$ cat src/lc3b_types.sv
package lc3b_types;

    // datapath word and register index
    typedef logic [15:0] lc3b_word;
    typedef logic [2:0] lc3b_reg;

    // full lc3b opcode space
    // only add, and, not execute, the rest decode to no-ops
    typedef enum logic [3:0] {
        op_br   = 4'd0,
        op_add  = 4'd1,
        op_ldb  = 4'd2,
        op_stb  = 4'd3,
        op_jsr  = 4'd4,
        op_and  = 4'd5,
        op_ldr  = 4'd6,
        op_str  = 4'd7,
        op_rti  = 4'd8,
        op_not  = 4'd9,
        op_ldi  = 4'd10,
        op_sti  = 4'd11,
        op_jmp  = 4'd12,
        op_shf  = 4'd13,
        op_lea  = 4'd14,
        op_trap = 4'd15
    } lc3b_opcode;

    // control word carried through every barrier
    typedef struct packed {
        lc3b_opcode opcode;
        logic       regfile_load;
        lc3b_reg    regfile_dest;
        lc3b_reg    regfile_sr1;
        lc3b_reg    regfile_sr2;
        logic       requires_sr1;
        logic       requires_sr2;
        logic       use_imm;
        // sign-extended in EX
        logic [4:0] imm5;
    } lc3b_control_word;

    // operand source select for EX
    typedef enum logic [1:0] {
        lc3b_forward_mux_sel_pass                  = 2'd0,
        lc3b_forward_mux_sel_stage_MEM_regfile_data = 2'd1,
        lc3b_forward_mux_sel_stage_WB_regfile_data  = 2'd2
    } lc3b_forward_mux_sel;

    // program store geometry
    localparam int prog_depth = 8;
    localparam int prog_idx_w = 3;

    // apb byte address map, word stride 4
    localparam logic [7:0] prog_base   = 8'h00;
    localparam logic [7:0] ctrl_addr   = 8'h20;
    localparam logic [7:0] status_addr = 8'h24;
    localparam logic [7:0] reg_base    = 8'h40;

endpackage : lc3b_types

$ cat src/lc3b_decode.sv
module lc3b_decode
    import lc3b_types::*;
(
    input  lc3b_word         instr,
    input  logic             valid,
    output lc3b_control_word ctrl
);

    lc3b_opcode opcode;
    logic       imm_flag;

    assign opcode   = lc3b_opcode'(instr[15:12]);
    assign imm_flag = instr[5];

    always_comb begin
        // empty slot decodes to an all-zero word
        ctrl = '0;

        if (valid) begin
            // raw field split
            ctrl.opcode       = opcode;
            ctrl.regfile_dest = instr[11:9];
            ctrl.regfile_sr1  = instr[8:6];
            ctrl.regfile_sr2  = instr[2:0];
            ctrl.imm5         = instr[4:0];

            unique case (opcode)
                op_add,
                op_and: begin
                    ctrl.regfile_load = 1'b1;
                    ctrl.requires_sr1 = 1'b1;
                    // sr2 only matters in register form
                    ctrl.requires_sr2 = ~imm_flag;
                    ctrl.use_imm      = imm_flag;
                end

                op_not: begin
                    // complement of sr1, sr2 field ignored
                    ctrl.regfile_load = 1'b1;
                    ctrl.requires_sr1 = 1'b1;
                end

                default: begin
                    // no-op, nothing written and nothing read
                    ctrl.regfile_load = 1'b0;
                    ctrl.requires_sr1 = 1'b0;
                    ctrl.requires_sr2 = 1'b0;
                    ctrl.use_imm      = 1'b0;
                end
            endcase
        end
    end

endmodule : lc3b_decode

$ cat src/lc3b_regfile.sv
module lc3b_regfile
    import lc3b_types::*;
(
    input  logic     clk,
    input  logic     arst_n,
    input  logic     wr_en,
    input  lc3b_reg  wr_idx,
    input  lc3b_word wr_data,
    input  lc3b_reg  rd1_idx,
    input  lc3b_reg  rd2_idx,
    input  lc3b_reg  host_idx,
    output lc3b_word rd1_data,
    output lc3b_word rd2_data,
    output lc3b_word host_data
);

    lc3b_word regs [8];

    always_ff @(posedge clk or negedge arst_n) begin
        if (!arst_n) begin
            regs <= '{default: '0};
        end else if (wr_en) begin
            regs[wr_idx] <= wr_data;
        end
    end

    // write-through, ID sees the value WB writes this cycle
    assign rd1_data = (wr_en && wr_idx == rd1_idx) ? wr_data : regs[rd1_idx];
    assign rd2_data = (wr_en && wr_idx == rd2_idx) ? wr_data : regs[rd2_idx];

    // host view is the committed state
    assign host_data = regs[host_idx];

endmodule : lc3b_regfile

$ cat src/forwarding_controller.sv
module forwarding_controller
    import lc3b_types::*;
(
    input  lc3b_control_word    barrier_ID_EX_control,
    input  lc3b_control_word    barrier_EX_MEM_control,
    input  lc3b_control_word    barrier_MEM_WB_control,
    output lc3b_forward_mux_sel forward_A_mux_sel,
    output lc3b_forward_mux_sel forward_B_mux_sel
);

    // hazard hits per barrier and operand
    logic ex_mem_hit_sr1;
    logic ex_mem_hit_sr2;
    logic mem_wb_hit_sr1;
    logic mem_wb_hit_sr2;

    always_comb begin
        // distance one, producer sits in EX/MEM
        ex_mem_hit_sr1 = barrier_EX_MEM_control.regfile_load &&
                         barrier_ID_EX_control.requires_sr1 &&
                         (barrier_ID_EX_control.regfile_sr1 ==
                          barrier_EX_MEM_control.regfile_dest);
        ex_mem_hit_sr2 = barrier_EX_MEM_control.regfile_load &&
                         barrier_ID_EX_control.requires_sr2 &&
                         (barrier_ID_EX_control.regfile_sr2 ==
                          barrier_EX_MEM_control.regfile_dest);

        // distance two, producer sits in MEM/WB
        mem_wb_hit_sr1 = barrier_MEM_WB_control.regfile_load &&
                         barrier_ID_EX_control.requires_sr1 &&
                         (barrier_ID_EX_control.regfile_sr1 ==
                          barrier_MEM_WB_control.regfile_dest);
        mem_wb_hit_sr2 = barrier_MEM_WB_control.regfile_load &&
                         barrier_ID_EX_control.requires_sr2 &&
                         (barrier_ID_EX_control.regfile_sr2 ==
                          barrier_MEM_WB_control.regfile_dest);

        // newest result wins, EX/MEM checked first
        if (ex_mem_hit_sr1) begin
            forward_A_mux_sel = lc3b_forward_mux_sel_stage_MEM_regfile_data;
        end else if (mem_wb_hit_sr1) begin
            forward_A_mux_sel = lc3b_forward_mux_sel_stage_WB_regfile_data;
        end else begin
            forward_A_mux_sel = lc3b_forward_mux_sel_pass;
        end

        if (ex_mem_hit_sr2) begin
            forward_B_mux_sel = lc3b_forward_mux_sel_stage_MEM_regfile_data;
        end else if (mem_wb_hit_sr2) begin
            forward_B_mux_sel = lc3b_forward_mux_sel_stage_WB_regfile_data;
        end else begin
            forward_B_mux_sel = lc3b_forward_mux_sel_pass;
        end
    end

endmodule : forwarding_controller

$ cat src/lc3b_alu_stage.sv
module lc3b_alu_stage
    import lc3b_types::*;
(
    input  lc3b_control_word    ctrl,
    input  lc3b_word            sr1_data,
    input  lc3b_word            sr2_data,
    input  lc3b_word            mem_data,
    input  lc3b_word            wb_data,
    input  lc3b_forward_mux_sel forward_A_mux_sel,
    input  lc3b_forward_mux_sel forward_B_mux_sel,
    output lc3b_word            result
);

    lc3b_word op_a;
    lc3b_word op_b_fwd;
    lc3b_word op_b;
    lc3b_word imm_sext;

    always_comb begin
        // operand A source
        unique case (forward_A_mux_sel)
            lc3b_forward_mux_sel_stage_MEM_regfile_data: op_a = mem_data;
            lc3b_forward_mux_sel_stage_WB_regfile_data:  op_a = wb_data;
            default:                                     op_a = sr1_data;
        endcase

        // operand B source
        unique case (forward_B_mux_sel)
            lc3b_forward_mux_sel_stage_MEM_regfile_data: op_b_fwd = mem_data;
            lc3b_forward_mux_sel_stage_WB_regfile_data:  op_b_fwd = wb_data;
            default:                                     op_b_fwd = sr2_data;
        endcase

        // imm5 overrides B in immediate form
        imm_sext = {{11{ctrl.imm5[4]}}, ctrl.imm5};
        op_b     = ctrl.use_imm ? imm_sext : op_b_fwd;

        case (ctrl.opcode)
            op_add:  result = op_a + op_b;
            op_and:  result = op_a & op_b;
            op_not:  result = ~op_a;
            // no-op, never written back
            default: result = '0;
        endcase
    end

endmodule : lc3b_alu_stage

$ cat src/lc3b_pipeline.sv
module lc3b_pipeline
    import lc3b_types::*;
(
    input  logic     clk,
    input  logic     arst_n,
    input  logic     issue_valid,
    input  lc3b_word issue_instr,
    input  lc3b_reg  host_reg_idx,
    output lc3b_word host_reg_data,
    output logic     retire_valid
);

    // ID stage
    lc3b_control_word id_ctrl;
    lc3b_word         id_sr1_data;
    lc3b_word         id_sr2_data;

    // ID/EX barrier
    logic             id_ex_valid;
    lc3b_control_word id_ex_ctrl;
    lc3b_word         id_ex_sr1_data;
    lc3b_word         id_ex_sr2_data;

    // EX/MEM barrier
    logic             ex_mem_valid;
    lc3b_control_word ex_mem_ctrl;
    lc3b_word         ex_mem_result;

    // MEM/WB barrier
    logic             mem_wb_valid;
    lc3b_control_word mem_wb_ctrl;
    lc3b_word         mem_wb_result;

    // valid-gated views of the barrier words
    lc3b_control_word id_ex_ctrl_v;
    lc3b_control_word ex_mem_ctrl_v;
    lc3b_control_word mem_wb_ctrl_v;

    lc3b_forward_mux_sel forward_A_mux_sel;
    lc3b_forward_mux_sel forward_B_mux_sel;
    lc3b_word            ex_result;

    lc3b_decode u_decode (
        .instr (issue_instr),
        .valid (issue_valid),
        .ctrl  (id_ctrl)
    );

    // operands read in ID, WB write bypassed inside
    lc3b_regfile u_regfile (
        .clk       (clk),
        .arst_n    (arst_n),
        .wr_en     (mem_wb_ctrl_v.regfile_load),
        .wr_idx    (mem_wb_ctrl_v.regfile_dest),
        .wr_data   (mem_wb_result),
        .rd1_idx   (id_ctrl.regfile_sr1),
        .rd2_idx   (id_ctrl.regfile_sr2),
        .host_idx  (host_reg_idx),
        .rd1_data  (id_sr1_data),
        .rd2_data  (id_sr2_data),
        .host_data (host_reg_data)
    );

    // an empty slot never loads
    always_comb begin
        id_ex_ctrl_v                = id_ex_ctrl;
        id_ex_ctrl_v.regfile_load   = id_ex_ctrl.regfile_load & id_ex_valid;
        ex_mem_ctrl_v               = ex_mem_ctrl;
        ex_mem_ctrl_v.regfile_load  = ex_mem_ctrl.regfile_load & ex_mem_valid;
        mem_wb_ctrl_v               = mem_wb_ctrl;
        mem_wb_ctrl_v.regfile_load  = mem_wb_ctrl.regfile_load & mem_wb_valid;
    end

    forwarding_controller u_forwarding_controller (
        .barrier_ID_EX_control  (id_ex_ctrl_v),
        .barrier_EX_MEM_control (ex_mem_ctrl_v),
        .barrier_MEM_WB_control (mem_wb_ctrl_v),
        .forward_A_mux_sel      (forward_A_mux_sel),
        .forward_B_mux_sel      (forward_B_mux_sel)
    );

    lc3b_alu_stage u_alu_stage (
        .ctrl              (id_ex_ctrl_v),
        .sr1_data          (id_ex_sr1_data),
        .sr2_data          (id_ex_sr2_data),
        .mem_data          (ex_mem_result),
        .wb_data           (mem_wb_result),
        .forward_A_mux_sel (forward_A_mux_sel),
        .forward_B_mux_sel (forward_B_mux_sel),
        .result            (ex_result)
    );

    // barrier control, no stalls so every stage advances each cycle
    always_ff @(posedge clk or negedge arst_n) begin
        if (!arst_n) begin
            id_ex_valid  <= 1'b0;
            id_ex_ctrl   <= '0;
            ex_mem_valid <= 1'b0;
            ex_mem_ctrl  <= '0;
            mem_wb_valid <= 1'b0;
            mem_wb_ctrl  <= '0;
        end else begin
            id_ex_valid  <= issue_valid;
            id_ex_ctrl   <= id_ctrl;
            ex_mem_valid <= id_ex_valid;
            ex_mem_ctrl  <= id_ex_ctrl;
            mem_wb_valid <= ex_mem_valid;
            mem_wb_ctrl  <= ex_mem_ctrl;
        end
    end

    // barrier payload
    always_ff @(posedge clk) begin
        id_ex_sr1_data <= id_sr1_data;
        id_ex_sr2_data <= id_sr2_data;
        ex_mem_result  <= ex_result;
        // MEM passes the result through
        mem_wb_result  <= ex_mem_result;
    end

    assign retire_valid = mem_wb_valid;

endmodule : lc3b_pipeline

$ cat src/lc3b_apb_sequencer.sv
module lc3b_apb_sequencer
    import lc3b_types::*;
(
    input  logic     clk,
    input  logic     arst_n,
    input  logic     psel,
    input  logic     penable,
    input  logic     pwrite,
    input  logic [7:0] paddr,
    input  lc3b_word pwdata,
    output lc3b_word prdata,
    output logic     pready,
    output logic     pslverr,
    input  logic     retire_valid,
    input  lc3b_word host_reg_data,
    output logic     issue_valid,
    output lc3b_word issue_instr,
    output lc3b_reg  host_reg_idx
);

    lc3b_word prog_mem [prog_depth];

    logic                  busy;
    logic                  issuing;
    logic [prog_idx_w-1:0] issue_idx;
    logic [prog_idx_w-1:0] run_last;
    logic [prog_idx_w-1:0] retire_cnt;

    logic                  access;
    logic [7:0]            prog_off;
    logic [7:0]            reg_off;
    logic [prog_idx_w-1:0] prog_idx;
    logic                  hit_prog;
    logic                  hit_ctrl;
    logic                  hit_status;
    logic                  hit_reg;
    logic                  count_bad;
    logic                  err;
    logic                  prog_we;
    logic                  start;

    always_comb begin
        access   = psel & penable;
        prog_off = paddr - prog_base;
        reg_off  = paddr - reg_base;
        prog_idx = prog_off[prog_idx_w+1:2];

        // word-aligned windows only
        hit_prog   = (paddr[1:0] == 2'b00) && (paddr >= prog_base) &&
                     (prog_off < 8'(4 * prog_depth));
        hit_reg    = (paddr[1:0] == 2'b00) && (paddr >= reg_base) &&
                     (reg_off < 8'(4 * (2 ** $bits(lc3b_reg))));
        hit_ctrl   = (paddr == ctrl_addr);
        hit_status = (paddr == status_addr);

        // count must be 1 to prog_depth
        count_bad = (pwdata == '0) || (pwdata > lc3b_word'(prog_depth));

        err = ~(hit_prog | hit_ctrl | hit_status | hit_reg);
        if (pwrite && busy && (hit_prog || hit_ctrl)) begin
            err = 1'b1;
        end
        if (pwrite && hit_ctrl && count_bad) begin
            err = 1'b1;
        end

        prog_we = access & pwrite & hit_prog & ~err;
        start   = access & pwrite & hit_ctrl & ~err;
    end

    // zero wait states
    assign pready  = 1'b1;
    assign pslverr = access & err;

    assign host_reg_idx = reg_off[$bits(lc3b_reg)+1:2];

    // read mux, status and regs always visible
    always_comb begin
        if (hit_prog) begin
            prdata = prog_mem[prog_idx];
        end else if (hit_ctrl) begin
            prdata = lc3b_word'({1'b0, run_last}) + 16'd1;
        end else if (hit_status) begin
            prdata = {15'b0, busy};
        end else if (hit_reg) begin
            prdata = host_reg_data;
        end else begin
            prdata = '0;
        end
    end

    always_ff @(posedge clk or negedge arst_n) begin
        if (!arst_n) begin
            prog_mem    <= '{default: '0};
            busy        <= 1'b0;
            issuing     <= 1'b0;
            issue_valid <= 1'b0;
            issue_idx   <= '0;
            run_last    <= '0;
            retire_cnt  <= '0;
        end else begin
            if (prog_we) begin
                prog_mem[prog_idx] <= pwdata;
            end

            // slot goes out one cycle after its index
            issue_valid <= issuing;

            if (start) begin
                busy       <= 1'b1;
                issuing    <= 1'b1;
                issue_idx  <= '0;
                retire_cnt <= '0;
                run_last   <= prog_idx_w'(pwdata - 16'd1);
            end else begin
                if (issuing) begin
                    if (issue_idx == run_last) begin
                        issuing <= 1'b0;
                    end else begin
                        issue_idx <= issue_idx + 1'b1;
                    end
                end

                // busy drops with the last write
                if (busy && retire_valid) begin
                    if (retire_cnt == run_last) begin
                        busy <= 1'b0;
                    end else begin
                        retire_cnt <= retire_cnt + 1'b1;
                    end
                end
            end
        end
    end

    always_ff @(posedge clk) begin
        issue_instr <= prog_mem[issue_idx];
    end

endmodule : lc3b_apb_sequencer

$ cat src/lc3b_pipe_top.sv
module lc3b_pipe_top
    import lc3b_types::*;
(
    input  logic       clk,
    input  logic       arst_n,
    input  logic       psel,
    input  logic       penable,
    input  logic       pwrite,
    input  logic [7:0] paddr,
    input  lc3b_word   pwdata,
    output lc3b_word   prdata,
    output logic       pready,
    output logic       pslverr
);

    // sequencer to pipeline
    logic     issue_valid;
    lc3b_word issue_instr;
    logic     retire_valid;
    lc3b_reg  host_reg_idx;
    lc3b_word host_reg_data;

    lc3b_apb_sequencer u_apb_sequencer (
        .clk           (clk),
        .arst_n        (arst_n),
        .psel          (psel),
        .penable       (penable),
        .pwrite        (pwrite),
        .paddr         (paddr),
        .pwdata        (pwdata),
        .prdata        (prdata),
        .pready        (pready),
        .pslverr       (pslverr),
        .retire_valid  (retire_valid),
        .host_reg_data (host_reg_data),
        .issue_valid   (issue_valid),
        .issue_instr   (issue_instr),
        .host_reg_idx  (host_reg_idx)
    );

    lc3b_pipeline u_pipeline (
        .clk           (clk),
        .arst_n        (arst_n),
        .issue_valid   (issue_valid),
        .issue_instr   (issue_instr),
        .host_reg_idx  (host_reg_idx),
        .host_reg_data (host_reg_data),
        .retire_valid  (retire_valid)
    );

endmodule : lc3b_pipe_top

$ cat config.mk
export PLATFORM = sky130hd
export DESIGN_NAME = lc3b_pipe_top
export DESIGN_NICKNAME = d
export VERILOG_FILES = /design/src/lc3b_types.sv /design/src/lc3b_decode.sv /design/src/lc3b_regfile.sv /design/src/forwarding_controller.sv /design/src/lc3b_alu_stage.sv /design/src/lc3b_pipeline.sv /design/src/lc3b_apb_sequencer.sv /design/src/lc3b_pipe_top.sv
export SDC_FILE = /design/constraint.sdc
export NUM_CORES = 1
export LEC_CHECK = 0
export BUFFER_PORTS_ARGS = -buffer_cell sky130_fd_sc_hd__buf_2
export CORE_MARGIN = 5
export CORE_UTILIZATION = 35
export CTS_BUF_LIST = sky130_fd_sc_hd__clkbuf_4 sky130_fd_sc_hd__clkbuf_8
export CTS_CLUSTER_DIAMETER = 150
export DETAILED_ROUTE_END_ITERATION = 6
export PLACE_DENSITY = 0.53
export SYNTH_ARGS = -nofsm -noshare
export SYNTH_HDL_FRONTEND = slang
export SYNTH_HIERARCHICAL = 1
export SYNTH_SLANG_ARGS = --single-unit
$ cat constraint.sdc
create_clock -name clk -period 4.4 [get_ports clk]
set_input_delay 0.88 -clock clk [delete_from_list [all_inputs] [get_ports clk]]
set_output_delay 0.88 -clock clk [all_outputs]
set_load 0.01 [all_outputs]
==> results.toml <==
[critical_path]
cp.depth = 15
crit_path_cell_trace = "and2_1, nand3_1, nor4_2, ha_1, a22oi_1, o21ai_0, ha_1, inv_1, fa_1, nor2b_1, o211ai_1, a31oi_1, a41oi_1, xor2_1, o221ai_1"
worst_setup_path_end_kind = "flop"
r2r_start = "u_pipeline/retire_valid$_DFF_PN0_"
cp-startpoint = "u_pipeline/retire_valid$_DFF_PN0_"
r2r_cells = 15
crit_buf_inv = 1
cp-start-kind = "flop"
worst_ep_arrival_time_ns = 4.39
max_stage_delay_ns = 0.40
crit_end = "u_pipeline/ex_mem_result[14]$_DFF_P_"
critPathRequiredTime_ns = 4.89
slowest_stage = "dfrtp_1"
rrSetupSlack_ns = 0.50
path_class = "reg2reg"
critical_path.top_delay_family = "compound AO/OA/AOI/OAI gates"
r2r-end = "u_pipeline/ex_mem_result[14]$_DFF_P_"
crit_fanout = 10
critPathMostFrequentCell = "ha_1"

[clock_tree]
postCtsSetupRepairBufs = 0
cts_root_buffer = "clkbuf_8"
clk_pin_slew_ns = 0.06
cts_buffers = 70
ctsHoldBuffers = 0
htree_levels = 3
ctsResizeCount = 0
worstSkewPairLatency_ns = 0.63
cts_tree = "yes"
clock-sinks = 381
cts_buffer_depth = 3

[floorplan]
coreArea_mm2 = 0.05891
ios = 47
fp.dieH_um = 253.5
floorplan.initialDensity = 0.3523
die_area_mm2 = 0.06427
die_x_um = 253.5
rows = 89

[yosys]
synth.net_count = 1526
synth_warnings = 6
synth_cells = 1471
syn_area_mm2 = 0.02075
synth.avg_cell_area_um2 = 14.11

[grt]
track_usage = 0.1713
grt-ovfl-total = 0
grt_pass1_wl_um = 85110
grt_pass1_vias = 13490
grt_max_degree = 115
antenna_found_initial = 1

[drt]
ant_nets = 0
wl_per_cell_um = 23.49
drtIter0Drc = 749
vias_per_cell = 5.554
drc = 0
num_vias = 12970
routed_wl_um = 54850
drt_pass1_iterations = 5

[cells_and_area]
drive_above_1_share = 0.4612
syn2layout_area_growth_pct = 12.02
final_nets = 1559
design_area_mm2 = 0.02325
multi_input_area_mm2 = 0.01089
fill_cells = 5420
ff_latch_area_mm2 = 0.009135

[placement]
place.gp.congestion = 0.7973
port_buffers = 45
hpwl_um = 34990
placed_cell_area_mm2 = 0.02171
dpl_worst_slack_ns = 0.5043

[sta]
tns_ns = 0
setup_viol = 0
period_share = 0.8871
fmax_mhz = 256.2
slew_headroom = 0.2324
tightest_slew_ns = 1.146
fin_crit_ns = 3.903
hold_violations = 0
fin_skew_ns = 0.02849
rsz0062_at_grt = "no"
fin_ws_ns = 0.4968
slew_violations = 0

[power]
p_clk_frac = 0.490
p_int_w = 0.005739
p_leak_nw = 10.55
seqPwrFrac = 0.477
power_w = 0.007401
power.switching_w = 0.001661
swShare = 0.2245
p_comb_frac = 0.033
powerDensity_mw_per_mm2 = 318.3
ir_worst_vdd_v = 0.0002165

[status]
status = "complete, no violations"

[flow_run]
drv_cap = 0

[worst_hold_path]
hp-class = "in2async"
==> state kept, by name, indices dropped and copies added, names as in the netlist <==
| register | flops |
|---|---|
| u_apb_sequencer/prog_mem | 128 |
| u_pipeline/u_regfile/regs | 128 |
| u_pipeline/id_ex_ctrl | 22 |
| u_apb_sequencer/issue_instr | 16 |
| u_pipeline/ex_mem_result | 16 |
| u_pipeline/id_ex_sr1_data | 16 |
| u_pipeline/id_ex_sr2_data | 16 |
| u_pipeline/mem_wb_result | 16 |
| u_pipeline/ex_mem_ctrl | 4 |
| u_pipeline/mem_wb_ctrl | 4 |
| u_apb_sequencer/issue_idx | 3 |
| u_apb_sequencer/retire_cnt | 3 |
| u_apb_sequencer/run_last | 3 |
| u_apb_sequencer/busy | 1 |
| u_apb_sequencer/issue_valid | 1 |
| u_apb_sequencer/issuing | 1 |
| u_pipeline/ex_mem_valid | 1 |
| u_pipeline/id_ex_valid | 1 |
| u_pipeline/retire_valid | 1 |
==> power by group through the flow <==
stage | sequential, W | combinational, W | clock, W
2_1_floorplan | 0.00359 | 0.000116 | 0
5_1_grt | 0.00353 | 0.000270 | 0.00393
6_report | 0.00353 | 0.000244 | 0.00363
3_5_place_dp | 0.00359 | 0.000251 | 0
4_1_cts | 0.00353 | 0.000251 | 0.00376
3_3_place_gp | 0.00359 | 0.000247 | 0
==> per-stage QoR <==
| step | util | hold WS, ns | instances |
|---|---|---|---|
| final | 0.3947 | 0.3089 | 2335 |
| after global routing | 0.3947 | 0.3610 | 2335 |
| after detailed placement | 0.3685 | 0.3372 | 2205 |
| after CTS | 0.3946 | 0.3320 | 2334 |
| after floorplan | - | 0.3312 | 1471 |
| after global placement | 0.3685 | 0.3350 | 2205 |
==> cell usage in the layout (no fill, tap or decap), types with 4 or more instances in the layout <==
cell,count
mux4_2,98
nor3_1,4
dfrtp_1,300
o211ai_1,5
buf_2,42
buf_12,6
nor2_1,24
nor3_4,4
a21oi_1,29
mux4_1,60
mux2_2,343
o21ai_0,56
a22oi_1,34
and2_2,16
nand2b_1,8
nand2_1,68
mux2i_1,20
a31oi_1,4
nand4_1,6
xor2_1,22
inv_1,13
ha_1,25
clkinv_2,7
xnor2_1,21
clkbuf_4,28
a21o_1,4
o221ai_1,14
nor2b_1,6
clkbuf_8,90
mux2_4,11
dfxtp_1,80
buf_4,43
nor4_2,4
==> how the worst min path moves through the flow <==
stage                                          endpoint  slack (ns)  cells past startpoint
6_report       u_apb_sequencer/prog_mem[58]$_DFFE_PN0P_        0.31                      1
5_1_grt            u_pipeline/ex_mem_ctrl[14]$_DFF_PN0_        0.36                      0
4_1_cts        u_apb_sequencer/prog_mem[93]$_DFFE_PN0P_        0.33                      1
3_5_place_dp       u_pipeline/ex_mem_ctrl[17]$_DFF_PN0_        0.34                      0
3_3_place_gp       u_pipeline/ex_mem_ctrl[17]$_DFF_PN0_        0.34                      0
2_1_floorplan      u_pipeline/ex_mem_ctrl[14]$_DFF_PN0_        0.33                      0
==> metal layers <==
metal	up-vias	track usage	part of all wire
met5	-	0	0
met4	0	0.04890	0.019
met3	77	0.03408	0.052
met2	333	0.2781	0.48
met1	6829	0.2354	0.44
li1	5730	-	-
==> layout make-up <==
cell class / count / area share
Inverter: 13 / 0.002099
Clock buffer: 118 / 0.06232
Multi-Input combinational cell: 946 / 0.4683
Tap cell: 773 / 0.04160
Sequential cell: 381 / 0.3929
Clock inverter: 11 / 0.003875
Antenna cell: 1 / 0.0001076
Timing Repair Buffer: 92 / 0.02874
No activity file was read; power rests on OpenSTA's default activity.
